$ cat src/exec_config.svh
`ifndef EXEC_CONFIG_SVH
`define EXEC_CONFIG_SVH

// Register index width, 32 architectural registers
`define REGISTER_WIDTH 5

`define DATA_WIDTH 32

// Program counter width
`define ADDR_WIDTH 32

`define NUM_REGS (1 << `REGISTER_WIDTH)

`endif

$ cat src/exec_pkg.sv
`include "exec_config.svh"

package exec_pkg;

  // Decoded operation, OP_MUL goes to the multiply pipeline and the rest to the ALU
  typedef enum logic [2:0] {
    OP_ADD = 3'd0,
    OP_SUB = 3'd1,
    OP_AND = 3'd2,
    OP_OR  = 3'd3,
    OP_XOR = 3'd4,
    OP_LI  = 3'd5,
    OP_MUL = 3'd6
  } opcode_t;

  typedef logic [15:0] imm_t; // Zero-extended by OP_LI

  // 34-bit decoded instruction as it arrives from decode
  typedef struct packed {
    opcode_t                    op;
    logic [`REGISTER_WIDTH-1:0] rd;
    logic [`REGISTER_WIDTH-1:0] rs1;
    logic [`REGISTER_WIDTH-1:0] rs2;
    imm_t                       imm;
  } instruction_t;

endpackage : exec_pkg

$ cat src/exec_wb_if.sv
`timescale 1ns/1ps
`include "exec_config.svh"

// One writeback source into the register file
interface exec_wb_if;
  import exec_pkg::*;

  logic                       valid;  // One-cycle strobe per result
  logic [`REGISTER_WIDTH-1:0] wr_reg;
  logic [`DATA_WIDTH-1:0]     result;
  logic [`ADDR_WIDTH-1:0]     debug_pc;
  instruction_t               debug_instr;

  modport src (
    output valid,
    output wr_reg,
    output result,
    output debug_pc,
    output debug_instr
  );

  modport dst (
    input valid,
    input wr_reg,
    input result,
    input debug_pc,
    input debug_instr
  );

endinterface : exec_wb_if

$ cat src/issue_ctrl.sv
`timescale 1ns/1ps
`include "exec_config.svh"

module issue_ctrl (
  input  logic                       clk_i,
  input  logic                       rst_i,
  input  logic                       instr_valid_i,
  input  var exec_pkg::instruction_t instr_i,
  input  logic [`ADDR_WIDTH-1:0]     pc_i,
  input  logic [`DATA_WIDTH-1:0]     rs1_data_i,
  input  logic [`DATA_WIDTH-1:0]     rs2_data_i,
  input  logic                       wb_is_next_cycle_i,
  input  logic                       mul_done_i,
  input  logic [`REGISTER_WIDTH-1:0] mul_done_reg_i,
  output logic                       instr_stall_o,
  output logic [`REGISTER_WIDTH-1:0] rs1_addr_o,
  output logic [`REGISTER_WIDTH-1:0] rs2_addr_o,
  output logic                       alu_start_o,
  output logic                       mul_start_o,
  output exec_pkg::opcode_t          op_o,
  output logic [`REGISTER_WIDTH-1:0] rd_o,
  output logic [`DATA_WIDTH-1:0]     a_o,
  output logic [`DATA_WIDTH-1:0]     b_o,
  output exec_pkg::imm_t             imm_o,
  output logic [`ADDR_WIDTH-1:0]     pc_o,
  output exec_pkg::instruction_t     instr_o
);
  import exec_pkg::*;

  logic [`NUM_REGS-1:0] pending_q; // Destinations of multiplies still in flight
  logic [`NUM_REGS-1:0] set_mask;
  logic [`NUM_REGS-1:0] clr_mask;
  logic                 is_mul;
  logic                 hazard;
  logic                 accept;

  // Operands are read straight from the presented instruction
  assign rs1_addr_o = instr_i.rs1;
  assign rs2_addr_o = instr_i.rs2;

  assign is_mul = (instr_i.op == OP_MUL);

  // The rd check also keeps two multiplies to one register from overlapping
  assign hazard = pending_q[instr_i.rs1] | pending_q[instr_i.rs2] | pending_q[instr_i.rd];

  // An ALU result would land on top of a multiply writeback
  assign instr_stall_o = instr_valid_i & (hazard | (~is_mul & wb_is_next_cycle_i));

  assign accept      = instr_valid_i & ~instr_stall_o;
  assign alu_start_o = accept & ~is_mul;
  assign mul_start_o = accept & is_mul;

  assign op_o    = instr_i.op;
  assign rd_o    = instr_i.rd;
  assign a_o     = rs1_data_i;
  assign b_o     = rs2_data_i;
  assign imm_o   = instr_i.imm;
  assign pc_o    = pc_i;
  assign instr_o = instr_i;

  always_comb begin
    set_mask = '0;
    clr_mask = '0;
    if (mul_start_o) begin
      set_mask[instr_i.rd] = 1'b1;
    end
    if (mul_done_i) begin
      clr_mask[mul_done_reg_i] = 1'b1;
    end
  end

  // A set and a clear never hit the same bit, since rd is still pending at writeback
  always_ff @(posedge clk_i) begin
    if (!rst_i) begin
      pending_q <= '0;
    end else begin
      pending_q <= (pending_q & ~clr_mask) | set_mask;
    end
  end

  // The ALU and the multiplier never write back in the same cycle
  a_no_alu_on_mul_wb : assert property (
    @(posedge clk_i) disable iff (!rst_i)
    !(alu_start_o && wb_is_next_cycle_i)
  );

  // Every multiply writeback matches a destination that was marked pending at issue
  a_done_was_pending : assert property (
    @(posedge clk_i) disable iff (!rst_i)
    mul_done_i |-> pending_q[mul_done_reg_i]
  );

endmodule : issue_ctrl

$ cat src/alu_stage.sv
`timescale 1ns/1ps
`include "exec_config.svh"

module alu_stage (
  input  logic                       clk_i,
  input  logic                       rst_i,
  input  logic                       start_i,
  input  exec_pkg::opcode_t          op_i,
  input  logic [`REGISTER_WIDTH-1:0] rd_i,
  input  logic [`DATA_WIDTH-1:0]     a_i,
  input  logic [`DATA_WIDTH-1:0]     b_i,
  input  exec_pkg::imm_t             imm_i,
  input  logic [`ADDR_WIDTH-1:0]     debug_pc_i,
  input  var exec_pkg::instruction_t debug_instr_i,
  exec_wb_if.src                     wb
);
  import exec_pkg::*;

  logic [`DATA_WIDTH-1:0]     result_d;
  logic                       valid_q;
  logic [`REGISTER_WIDTH-1:0] wr_reg_q;
  logic [`DATA_WIDTH-1:0]     result_q;
  logic [`ADDR_WIDTH-1:0]     pc_q;
  instruction_t               instr_q;

  always_comb begin
    case (op_i)
      OP_ADD:  result_d = a_i + b_i;
      OP_SUB:  result_d = a_i - b_i;
      OP_AND:  result_d = a_i & b_i;
      OP_OR:   result_d = a_i | b_i;
      OP_XOR:  result_d = a_i ^ b_i;
      OP_LI:   result_d = `DATA_WIDTH'(imm_i);
      default: result_d = '0; // OP_MUL never reaches this unit
    endcase
  end

  always_ff @(posedge clk_i) begin
    if (!rst_i) begin
      valid_q <= 1'b0;
    end else begin
      valid_q <= start_i; // One result per start, so the strobe lasts one cycle
    end
  end

  always_ff @(posedge clk_i) begin
    if (start_i) begin
      wr_reg_q <= rd_i;
      result_q <= result_d;
      pc_q     <= debug_pc_i;
      instr_q  <= debug_instr_i;
    end
  end

  assign wb.valid       = valid_q;
  assign wb.wr_reg      = wr_reg_q;
  assign wb.result      = result_q;
  assign wb.debug_pc    = pc_q;
  assign wb.debug_instr = instr_q;

  // Issue must route multiplies to the pipeline
  a_no_mul_in_alu : assert property (
    @(posedge clk_i) disable iff (!rst_i)
    start_i |-> (op_i != OP_MUL)
  );

endmodule : alu_stage

$ cat src/ex_stages.sv
`timescale 1ns/1ps
`include "exec_config.svh"

module ex_stages (
  input  logic                       clk_i,
  input  logic                       rst_i,
  input  logic                       valid_i,
  input  logic [`REGISTER_WIDTH-1:0] wr_reg_i,
  input  logic [`DATA_WIDTH-1:0]     a_i,
  input  logic [`DATA_WIDTH-1:0]     b_i,
  input  logic [`ADDR_WIDTH-1:0]     debug_pc_i,
  input  var exec_pkg::instruction_t debug_instr_i,
  output logic                       wb_is_next_cycle_o,
  exec_wb_if.src                     wb
);
  import exec_pkg::*;

  localparam int STAGES = 5;

  // Index 0 is the first stage, STAGES-1 drives writeback
  logic [STAGES-1:0]          valid_q;
  logic [`REGISTER_WIDTH-1:0] wr_reg_q [STAGES];
  logic [`DATA_WIDTH-1:0]     result_q [STAGES];
  logic [`ADDR_WIDTH-1:0]     pc_q     [STAGES];
  instruction_t               instr_q  [STAGES];

  always_ff @(posedge clk_i) begin
    if (!rst_i) begin
      valid_q <= '0;
    end else begin
      valid_q <= {valid_q[STAGES-2:0], valid_i};
    end
  end

  // Payload shifts every cycle, only the valid bits matter
  always_ff @(posedge clk_i) begin
    wr_reg_q[0] <= wr_reg_i;
    result_q[0] <= a_i * b_i; // Lower DATA_WIDTH bits of the product
    pc_q[0]     <= debug_pc_i;
    instr_q[0]  <= debug_instr_i;
    for (int i = 1; i < STAGES; i++) begin
      wr_reg_q[i] <= wr_reg_q[i-1];
      result_q[i] <= result_q[i-1];
      pc_q[i]     <= pc_q[i-1];
      instr_q[i]  <= instr_q[i-1];
    end
  end

  // Issue logic uses this to hold back ALU instructions for one cycle
  assign wb_is_next_cycle_o = valid_q[STAGES-2];

  assign wb.valid       = valid_q[STAGES-1];
  assign wb.wr_reg      = wr_reg_q[STAGES-1];
  assign wb.result      = result_q[STAGES-1];
  assign wb.debug_pc    = pc_q[STAGES-1];
  assign wb.debug_instr = instr_q[STAGES-1];

  // Fixed latency, nothing inside the pipeline ever stalls
  a_fixed_latency : assert property (
    @(posedge clk_i) disable iff (!rst_i)
    wb.valid |-> $past(valid_i, STAGES)
  );

endmodule : ex_stages

$ cat src/regfile_wb.sv
`timescale 1ns/1ps
`include "exec_config.svh"

module regfile_wb (
  input  logic                       clk_i,
  input  logic                       rst_i,
  input  logic [`REGISTER_WIDTH-1:0] rs1_addr_i,
  input  logic [`REGISTER_WIDTH-1:0] rs2_addr_i,
  input  logic [`REGISTER_WIDTH-1:0] dbg_raddr_i,
  exec_wb_if.dst                     alu_wb,
  exec_wb_if.dst                     mul_wb,
  output logic [`DATA_WIDTH-1:0]     rs1_data_o,
  output logic [`DATA_WIDTH-1:0]     rs2_data_o,
  output logic [`DATA_WIDTH-1:0]     dbg_rdata_o,
  output logic                       retire_valid_o,
  output logic [`REGISTER_WIDTH-1:0] retire_reg_o,
  output logic [`DATA_WIDTH-1:0]     retire_data_o,
  output logic [`ADDR_WIDTH-1:0]     retire_pc_o,
  output logic                       mul_done_o,
  output logic [`REGISTER_WIDTH-1:0] mul_done_reg_o
);

  logic [`DATA_WIDTH-1:0] regs_q [`NUM_REGS];

  // Sources are exclusive, so a plain select is enough
  assign retire_valid_o = alu_wb.valid | mul_wb.valid;
  assign retire_reg_o   = mul_wb.valid ? mul_wb.wr_reg      : alu_wb.wr_reg;
  assign retire_data_o  = mul_wb.valid ? mul_wb.result      : alu_wb.result;
  assign retire_pc_o    = mul_wb.valid ? mul_wb.debug_pc    : alu_wb.debug_pc;

  assign mul_done_o     = mul_wb.valid;
  assign mul_done_reg_o = mul_wb.wr_reg;

  function automatic logic [`DATA_WIDTH-1:0] read_port(
    input logic [`REGISTER_WIDTH-1:0] addr
  );
    if (retire_valid_o && (retire_reg_o == addr)) begin
      return retire_data_o; // Value written at the coming edge
    end
    return regs_q[addr];
  endfunction

  always_comb begin
    rs1_data_o  = read_port(rs1_addr_i);
    rs2_data_o  = read_port(rs2_addr_i);
    dbg_rdata_o = read_port(dbg_raddr_i);
  end

  always_ff @(posedge clk_i) begin
    if (!rst_i) begin
      for (int i = 0; i < `NUM_REGS; i++) begin
        regs_q[i] <= '0;
      end
    end else if (retire_valid_o) begin
      regs_q[retire_reg_o] <= retire_data_o;
    end
  end

  a_one_writer : assert property (
    @(posedge clk_i) disable iff (!rst_i)
    !(alu_wb.valid && mul_wb.valid)
  );

endmodule : regfile_wb

$ cat src/exec_top.sv
`timescale 1ns/1ps
`include "exec_config.svh"

module exec_top (
  input  logic                       clk_i,
  input  logic                       rst_i,
  input  logic                       instr_valid_i,
  input  var exec_pkg::instruction_t instr_i,
  input  logic [`ADDR_WIDTH-1:0]     pc_i,
  input  logic [`REGISTER_WIDTH-1:0] dbg_raddr_i,
  output logic                       instr_stall_o,
  output logic                       retire_valid_o,
  output logic [`REGISTER_WIDTH-1:0] retire_reg_o,
  output logic [`DATA_WIDTH-1:0]     retire_data_o,
  output logic [`ADDR_WIDTH-1:0]     retire_pc_o,
  output logic [`DATA_WIDTH-1:0]     dbg_rdata_o
);
  import exec_pkg::*;

  logic [`REGISTER_WIDTH-1:0] rs1_addr;
  logic [`REGISTER_WIDTH-1:0] rs2_addr;
  logic [`DATA_WIDTH-1:0]     rs1_data;
  logic [`DATA_WIDTH-1:0]     rs2_data;
  logic                       alu_start;
  logic                       mul_start;
  opcode_t                    op;
  logic [`REGISTER_WIDTH-1:0] rd;
  logic [`DATA_WIDTH-1:0]     a;
  logic [`DATA_WIDTH-1:0]     b;
  imm_t                       imm;
  logic [`ADDR_WIDTH-1:0]     pc;
  instruction_t               instr;
  logic                       wb_is_next_cycle;
  logic                       mul_done;
  logic [`REGISTER_WIDTH-1:0] mul_done_reg;

  exec_wb_if alu_wb ();
  exec_wb_if mul_wb ();

  issue_ctrl u_issue (
    .clk_i              (clk_i),
    .rst_i              (rst_i),
    .instr_valid_i      (instr_valid_i),
    .instr_i            (instr_i),
    .pc_i               (pc_i),
    .rs1_data_i         (rs1_data),
    .rs2_data_i         (rs2_data),
    .wb_is_next_cycle_i (wb_is_next_cycle),
    .mul_done_i         (mul_done),
    .mul_done_reg_i     (mul_done_reg),
    .instr_stall_o      (instr_stall_o),
    .rs1_addr_o         (rs1_addr),
    .rs2_addr_o         (rs2_addr),
    .alu_start_o        (alu_start),
    .mul_start_o        (mul_start),
    .op_o               (op),
    .rd_o               (rd),
    .a_o                (a),
    .b_o                (b),
    .imm_o              (imm),
    .pc_o               (pc),
    .instr_o            (instr)
  );

  alu_stage u_alu (
    .clk_i         (clk_i),
    .rst_i         (rst_i),
    .start_i       (alu_start),
    .op_i          (op),
    .rd_i          (rd),
    .a_i           (a),
    .b_i           (b),
    .imm_i         (imm),
    .debug_pc_i    (pc),
    .debug_instr_i (instr),
    .wb            (alu_wb)
  );

  ex_stages u_mul (
    .clk_i              (clk_i),
    .rst_i              (rst_i),
    .valid_i            (mul_start),
    .wr_reg_i           (rd),
    .a_i                (a),
    .b_i                (b),
    .debug_pc_i         (pc),
    .debug_instr_i      (instr),
    .wb_is_next_cycle_o (wb_is_next_cycle),
    .wb                 (mul_wb)
  );

  regfile_wb u_regfile (
    .clk_i          (clk_i),
    .rst_i          (rst_i),
    .rs1_addr_i     (rs1_addr),
    .rs2_addr_i     (rs2_addr),
    .dbg_raddr_i    (dbg_raddr_i),
    .alu_wb         (alu_wb),
    .mul_wb         (mul_wb),
    .rs1_data_o     (rs1_data),
    .rs2_data_o     (rs2_data),
    .dbg_rdata_o    (dbg_rdata_o),
    .retire_valid_o (retire_valid_o),
    .retire_reg_o   (retire_reg_o),
    .retire_data_o  (retire_data_o),
    .retire_pc_o    (retire_pc_o),
    .mul_done_o     (mul_done),
    .mul_done_reg_o (mul_done_reg)
  );

endmodule : exec_top

$ cat config.mk
export PLATFORM = sky130hd
export DESIGN_NAME = exec_top
export DESIGN_NICKNAME = d
export VERILOG_FILES = /design/src/exec_pkg.sv /design/src/exec_wb_if.sv /design/src/issue_ctrl.sv /design/src/alu_stage.sv /design/src/ex_stages.sv /design/src/regfile_wb.sv /design/src/exec_top.sv
export VERILOG_INCLUDE_DIRS = /design/src
export SDC_FILE = /design/constraint.sdc
export NUM_CORES = 2
export LEC_CHECK = 0
export BUFFER_PORTS_ARGS = -buffer_cell sky130_fd_sc_hd__buf_2
export CAP_MARGIN = 20
export CORE_AREA = 4 4 465 812
export DETAILED_ROUTE_END_ITERATION = 7
export DIE_AREA = 0 0 469 816
export HOLD_SLACK_MARGIN = 0.12
export SYNTH_ARGS = -nofsm -noshare
export SYNTH_HDL_FRONTEND = slang
export SYNTH_SLANG_ARGS = --single-unit
export TNS_END_PERCENT = 30
$ cat constraint.sdc
create_clock -name clk_i -period 13.3 [get_ports clk_i]
set_input_delay 2.66 -clock clk_i [delete_from_list [all_inputs] [get_ports clk_i]]
set_output_delay 2.66 -clock clk_i [all_outputs]
set_load 0.02 [all_outputs]
Word-level counts from Yosys, hierarchy flattened
Memory sizes are Yosys's and may differ from the RTL's.
Index checks and enable logic that the tools add are counted.
{"block": "totals", "ram_bits": 1369, "n_memories": 4, "elab_cells": 84, "out_inout_bits": 103, "in_bits": 74, "reg_bits": 107}
{"block": "op_classes", "add_sub_neg": 2, "n_lt_le_gt_ge": 6, "n_reduce_logical": 7, "muxes": 32, "bitwise": 17, "n_eq_ne": 9, "mul": 1}
{"name": "u_regfile.regs_q", "depth": 32, "width": 32, "read_ports": 3, "rd_clocked_by_memory_dff": 0, "write_ports": 32, "line_no": "regfile_wb.sv:23", "source": "logic [`DATA_WIDTH-1:0] regs_q [`NUM_REGS];"}
{"name": "u_mul.pc_q", "depth": 5, "width": 32, "read_ports": 5, "rd_clocked_by_memory_dff": 0, "write_ports": 5, "line_no": "ex_stages.sv:24", "source": "logic [`ADDR_WIDTH-1:0] pc_q [STAGES];"}
{"name": "u_mul.result_q", "depth": 5, "width": 32, "read_ports": 5, "rd_clocked_by_memory_dff": 0, "write_ports": 5, "line_no": "ex_stages.sv:23", "source": "logic [`DATA_WIDTH-1:0] result_q [STAGES];"}
{"name": "u_mul.wr_reg_q", "depth": 5, "width": 5, "read_ports": 5, "rd_clocked_by_memory_dff": 0, "write_ports": 5, "line_no": "ex_stages.sv:22", "source": "logic [`REGISTER_WIDTH-1:0] wr_reg_q [STAGES];"}
{"operator": "$mux W32", "n": 11}
{"operator": "$pmux W32 S6", "n": 1}
{"operator": "$and A32 B32 Y32", "n": 2}
{"operator": "$or A32 B32 Y32", "n": 2}
{"operator": "$add A32 B32 Y32", "n": 1}
{"operator": "$mul A32 B32 Y32", "n": 1}
{"operator": "$not A32 Y32", "n": 1}
{"operator": "$reduce_or A32 Y1", "n": 1}
{"operator": "$sub A32 B32 Y32", "n": 1}
{"operator": "$xor A32 B32 Y32", "n": 1}
{"operator": "$lt A5 B6 Y1 const B", "n": 4}
{"operator": "$bmux W1 S5", "n": 3}
{"operator": "$eq A5 B5 Y1", "n": 3}
{"operator": "$mux W1", "n": 13}
{"operator": "$demux W1 S5", "n": 2}
{"operator": "$ge A5 B1 Y1 const B", "n": 2}
{"operator": "$mux W5", "n": 2}
{"operator": "$eq A3 B3 Y1 const B", "n": 3}
{"operator": "$eq A3 B2 Y1 const B", "n": 2}
{"operator": "$and A1 B1 Y1", "n": 5}
{"operator": "$logic_and A1 B1 Y1", "n": 5}
{"operator": "$or A1 B1 Y1", "n": 4}
{"operator": "$eq A3 B1 Y1 const B", "n": 1}
{"operator": "$logic_not A3 Y1", "n": 1}
{"operator": "$not A1 Y1", "n": 2}

Longest topological paths before layout
{"block": "depth", "word_depth": 11, "mapped_depth": 41}

Hierarchy
From an unflattened synthesis, not the netlist that was laid out.
{"block": "hier_totals", "cells_unflattened": 9323, "hier_area_um2": 102111.7}
{"module": "regfile_wb", "area_per_inst_um2": 63841.2, "instances": 1, "cells_per_inst": 5778}
{"module": "ex_stages", "area_per_inst_um2": 26773.2, "instances": 1, "cells_per_inst": 2309}
{"module": "alu_stage", "area_per_inst_um2": 7627.3, "instances": 1, "cells_per_inst": 787}
{"module": "issue_ctrl", "area_per_inst_um2": 3870.0, "instances": 1, "cells_per_inst": 449}

Worst setup path after synthesis
OpenSTA, ideal clock, no wires.
{"block": "synth_timing", "path_kind": "input -> register", "start": "input instr_i[21] in the netlist's numbering", "end": "memory u_mul.result_q[0][28] in the netlist's numbering", "path_buffers": 9, "t_arrival_ns": 12.074, "path_stages": 37, "path_slack_ns": 1.148, "setup_ns": 0.079, "path_cell_list": "buf_2 buf_4 buf_6 buf_6 buf_2 buf_2 buf_2 buf_2 mux4_2 mux4_2 mux2i_1 nand2_1 o21ai_1 clkbuf_1 nor2_1 fa_1 fa_1 fa_1 inv_1 fa_1 inv_1 fa_1 ha_1 fa_1 inv_1 fa_1 inv_1 ha_1 a21o_1 a21oi_1 nor2b_1 o21ai_0 nand3_1 a2111oi_0 nor3_1 or4_1 o211ai_1"}
{"element": "start: declaration", "line_no": "exec_top.sv:8", "source": "input var exec_pkg::instruction_t instr_i,"}
{"element": "end: declaration", "line_no": "ex_stages.sv:23"}

==> results.txt <==
- Input/output buffers: roughly 180
- RSZ-0062 raised after global routing: no
- Remaining Overflow, GRT: 0
* Start-to-end type of the worst setup path: in2reg
- Antenna-violating nets left: 0
* Initial Utilization: 24.9%
* Capturing point of the worst reg2reg path: u_mul.result_q[0][25]
- In this run, post-CTS repair resized a total of 0 instances.
- Global routing used 20.3% of the available tracks across all layers.
* Most flop-heavy register: u_regfile.regs_q
- TritonCTS clock tree: built
- Die span in y: between 800 and 900 microns
- STA classifies the critical path startpoint as an input port.
- Reg2reg setup slack: 1.46 ns
- Final worst slack: slightly below 0.9 ns
- Critical Path AT: 13.18 ns
- For this run, the detailed router's first-pass iteration total came to 6.
- Placer Congestion: 1.02
* Cts hold-fix bufs: 0
* Element type at the critical path end: flip-flop
- Top fanout value on the critical path: 38
* CTS H-Tree Depth: 4
- Combinational cells account for 66.3% of the total power.
- Worst clock skew: approximately 0.14 ns
* Max cap viols: 0
* Final Setup Violations: 0
- Setup repair bufs after CTS: 0
* Termination of the worst setup path: u_mul.result_q[0][25]
* Buffers from clock root to sink, at most: 4
- At the end of the flow the core is filled with cells to roughly 28%.
- Int Pwr: 15.7 mW
* Number of slew-limit violations in the final report: 0
* Launch point of the critical path: instr_i[16]
* Source-to-sink clock delay at the later pin of the worst-skew pair: 0.91 ns
- In this run the cell area of the synthesized design comes to 92400 sq um.
- Count of synthesis-stage warnings from yosys: 0
* Via count of the first global-routing pass: ~70000
* Total clock buffers created by CTS: 153
- CTS placed an instance of clkbuf_16 at the clock tree root.
- The initial antenna violation count came to 29.
- The initialized floorplan defines between 200 and 300 standard-cell rows.
* Routed via count: 66748
* Slew HR: 20.0%
- Synthesis produced a netlist whose cell count is 7066.
* Mean post-synth cell area: 13.1 sq um
- Max IR drop VDD: 1200 uV
- Leaving out fill and tap cells, the most frequent cell in the layout is nor2_1.
- Commonest cells after routing, fill and taps aside: 1458 x nor2_1, 1093 x edfxtp_1, 943 x mux4_2
- Achievable Freq: 80.4 MHz
- The number of hold-slack violations in the final timing report was 0.
* Final setup TNS: 0 ns
- Once detailed placement completed, the half-perimeter wirelength came to 262000 microns.
- After floorplanning, the core was sized to cover around 370000 sq um.
* Proportion of layout cells with a drive suffix above 1: ~26%
* CP max stage cell: nor2_1
- Via-to-Cell Ratio: 5.49
* NetSw: 14.1 mW
- Sequential cells burn between 10% and 20% of the power.
- Prior to clock tree synthesis, the placed netlist has a worst setup slack of 0.450 ns.
* Flip-flop and latch count after synthesis: 1476
- Of all flip-flops after synthesis, the portion carrying an async set or reset was 0%.
* Pwr/cell area: between 200 and 300 nW/um^2
- Die X-Extent: around 470 microns
- Total number of clock tree sinks: 1476
- Net switching is 47.3% of the power.
- Worst hold path class: reg2reg
- Wire length of the first global-routing pass: 544000 microns
- Dividing the final minimum period by the clock period gives 93.5%.
* Number of cell instances on the worst register-to-register path: 34
- In this run the count of I/O pins placed on the die edge is between 150 and 200.
- Pin count of the biggest net entering global routing: just over 90
* Die area: roughly 380000 sq um
- Final WL: 396000 microns
* Flip-flop cell with the highest count after synthesis: edfxtp_1
- Synthesis-to-layout area growth: 13.6%
* Count of distinct cell types in the synthesized netlist: 100
- Worst Tran Pin Value: 1.20 ns
- DRC violation count after routing: 0
- The startpoint identified for the worst register-to-register timing path is u_mul.valid_q[4].
* CP most frequent cell: fa_1
- The number of nets handed over by synthesis was a little under 8000.
* Outcome: finished, final reports clean
* First-iteration detailed-routing DRC count: 8884
- After clock tree synthesis, the clock-pin slew on the worst setup and hold paths is ~0.060 ns.
- Count of flip-flops with a built-in enable after synthesis: 1093
* Crit path time final: between 10 and 15 ns
- Largest register FFs: approximately 1000
- CP Data Required Time: 14.04 ns
- Register area share after synthesis: 43.8%
- CP max stage delay: 0.75 ns
- Final net count: roughly 7800
- The clock network burns 14.3% of the power.
- After detailed routing, the average wire length per cell comes to 32.6 microns.
- For this design the static power due to leakage is 39.6 nW.
- Leading registers by flop count: u_regfile.regs_q x1024, u_mul.pc_q x160, u_mul.result_q x160
## power by group through the flow
stage / Clock [mW] / Combinational (mW) / Sequential [mW]
floorplan: 0 / 11.9 / 5.75
global placement: 0 / 19.0 / 5.85
detailed placement: 0 / 19.3 / 5.88
CTS: 4.33 / 19.5 / 5.78
global route: 4.50 / 21.1 / 5.81
finish: 4.26 / 19.7 / 5.77
## worst min-delay path by stage
stage | from | to | slack, ns | depth (start not counted)
after floorplan | u_mul.pc_q[0][68] | u_mul.pc_q[0][100] | 0.31 | 0
after global placement | u_mul.pc_q[0][23] | u_mul.pc_q[0][55] | 0.31 | 0
after detailed placement | u_mul.pc_q[0][3] | u_mul.pc_q[0][35] | 0.31 | 0
after CTS | u_mul.pc_q[0][50] | u_mul.pc_q[0][82] | 0.25 | 0
after global routing | u_mul.pc_q[0][50] | u_mul.pc_q[0][82] | 0.26 | 0
final | u_mul.pc_q[0][50] | u_mul.pc_q[0][82] | 0.27 | 0
## cells by family after synthesis
| logic type | Yosys count | synth area share, % |
|---|---|---|
| compound gates | 439 | 3.22 |
| xor+xnor | 149 | 1.42 |
| fa+ha+maj | 624 | 11.8 |
| mux | 1198 | 25.9 |
| simple gates | 2043 | 8.87 |
| flops | 1476 | 43.8 |
| buf+inv | 1137 | 5.03 |
## cell usage after synthesis (10+ instances only)
cell / count / area, sq um
inv_1: 544 / 2040
dfxtp_1: 383 / 7670
a31oi_1: 13 / 81.3
and3_1: 14 / 87.6
mux4_2: 943 / 21200
o22ai_1: 21 / 131
xnor2_1: 126 / 1100
buf_1: 54 / 203
o21ai_0: 75 / 375
a22oi_1: 46 / 345
edfxtp_1: 1093 / 32800
inv_2: 16 / 60.1
buf_4: 18 / 135
mux2i_1: 208 / 2080
o211ai_1: 21 / 158
fa_1: 409 / 8190
xor2_1: 22 / 193
nand3_1: 44 / 220
clkbuf_1: 408 / 1530
or3_1: 10 / 62.6
o21bai_1: 16 / 120
a21oi_1: 111 / 556
o221ai_1: 11 / 96.3
nor3_1: 36 / 180
nor2b_1: 21 / 131
ha_1: 215 / 2690
and2_1: 13 / 81.3
nor2_1: 1464 / 5500
buf_6: 25 / 282
nand2b_1: 21 / 131
o21ai_1: 24 / 120
mux2_2: 41 / 462
nand2_1: 370 / 1390
clkinv_1: 12 / 45.0
buf_2: 55 / 275
## per-layer routing
| layer | track usage [%] | wire length [microns] |
|---|---|---|
| met1 | 20.4 | 117000 |
| met2 | 33.5 | 189000 |
| met3 | 5.37 | 41700 |
| met4 | 19.8 | 47900 |
| met5 | 0.0637 | 70 |
## area by class of cell
| cell class | instances | area (sq um) |
|---|---|---|
| Clock buffer | 189 | 4060 |
| Clock inverter | 76 | 678 |
| Tap cell | 4917 | 6150 |
| Fill cell | 37418 | 266000 |
| Antenna cell | 13 | 32.5 |
| Inverter | 573 | 2160 |
| Sequential cell | 1476 | 40500 |
| Multi-Input combinational cell | 4453 | 47900 |
| Timing Repair Buffer | 461 | 3440 |
## per-stage QoR
stage	cells	cell area [sq um]	hold slack, ns	power [mW]
detailed placement	11872	100000	0.312	25.1
global route	12146	105000	0.261	31.5
CTS	12137	105000	0.249	29.6
finish	12158	105000	0.268	29.7
floorplan	7066	92400	0.310	17.7
global placement	11864	100000	0.310	24.8
## critical path: cells and delay by family
family                     cells  cell delay [ns]
AOI/OAI and AO/OA              8             2.09
adders and majority gates      9             3.61
and+or+nand+nor                4             2.03
xor gates and xnor gates       2             0.56
muxes                          1             0.52
buffers and inverters         10             1.54
(Power assumes the default switching activity.)
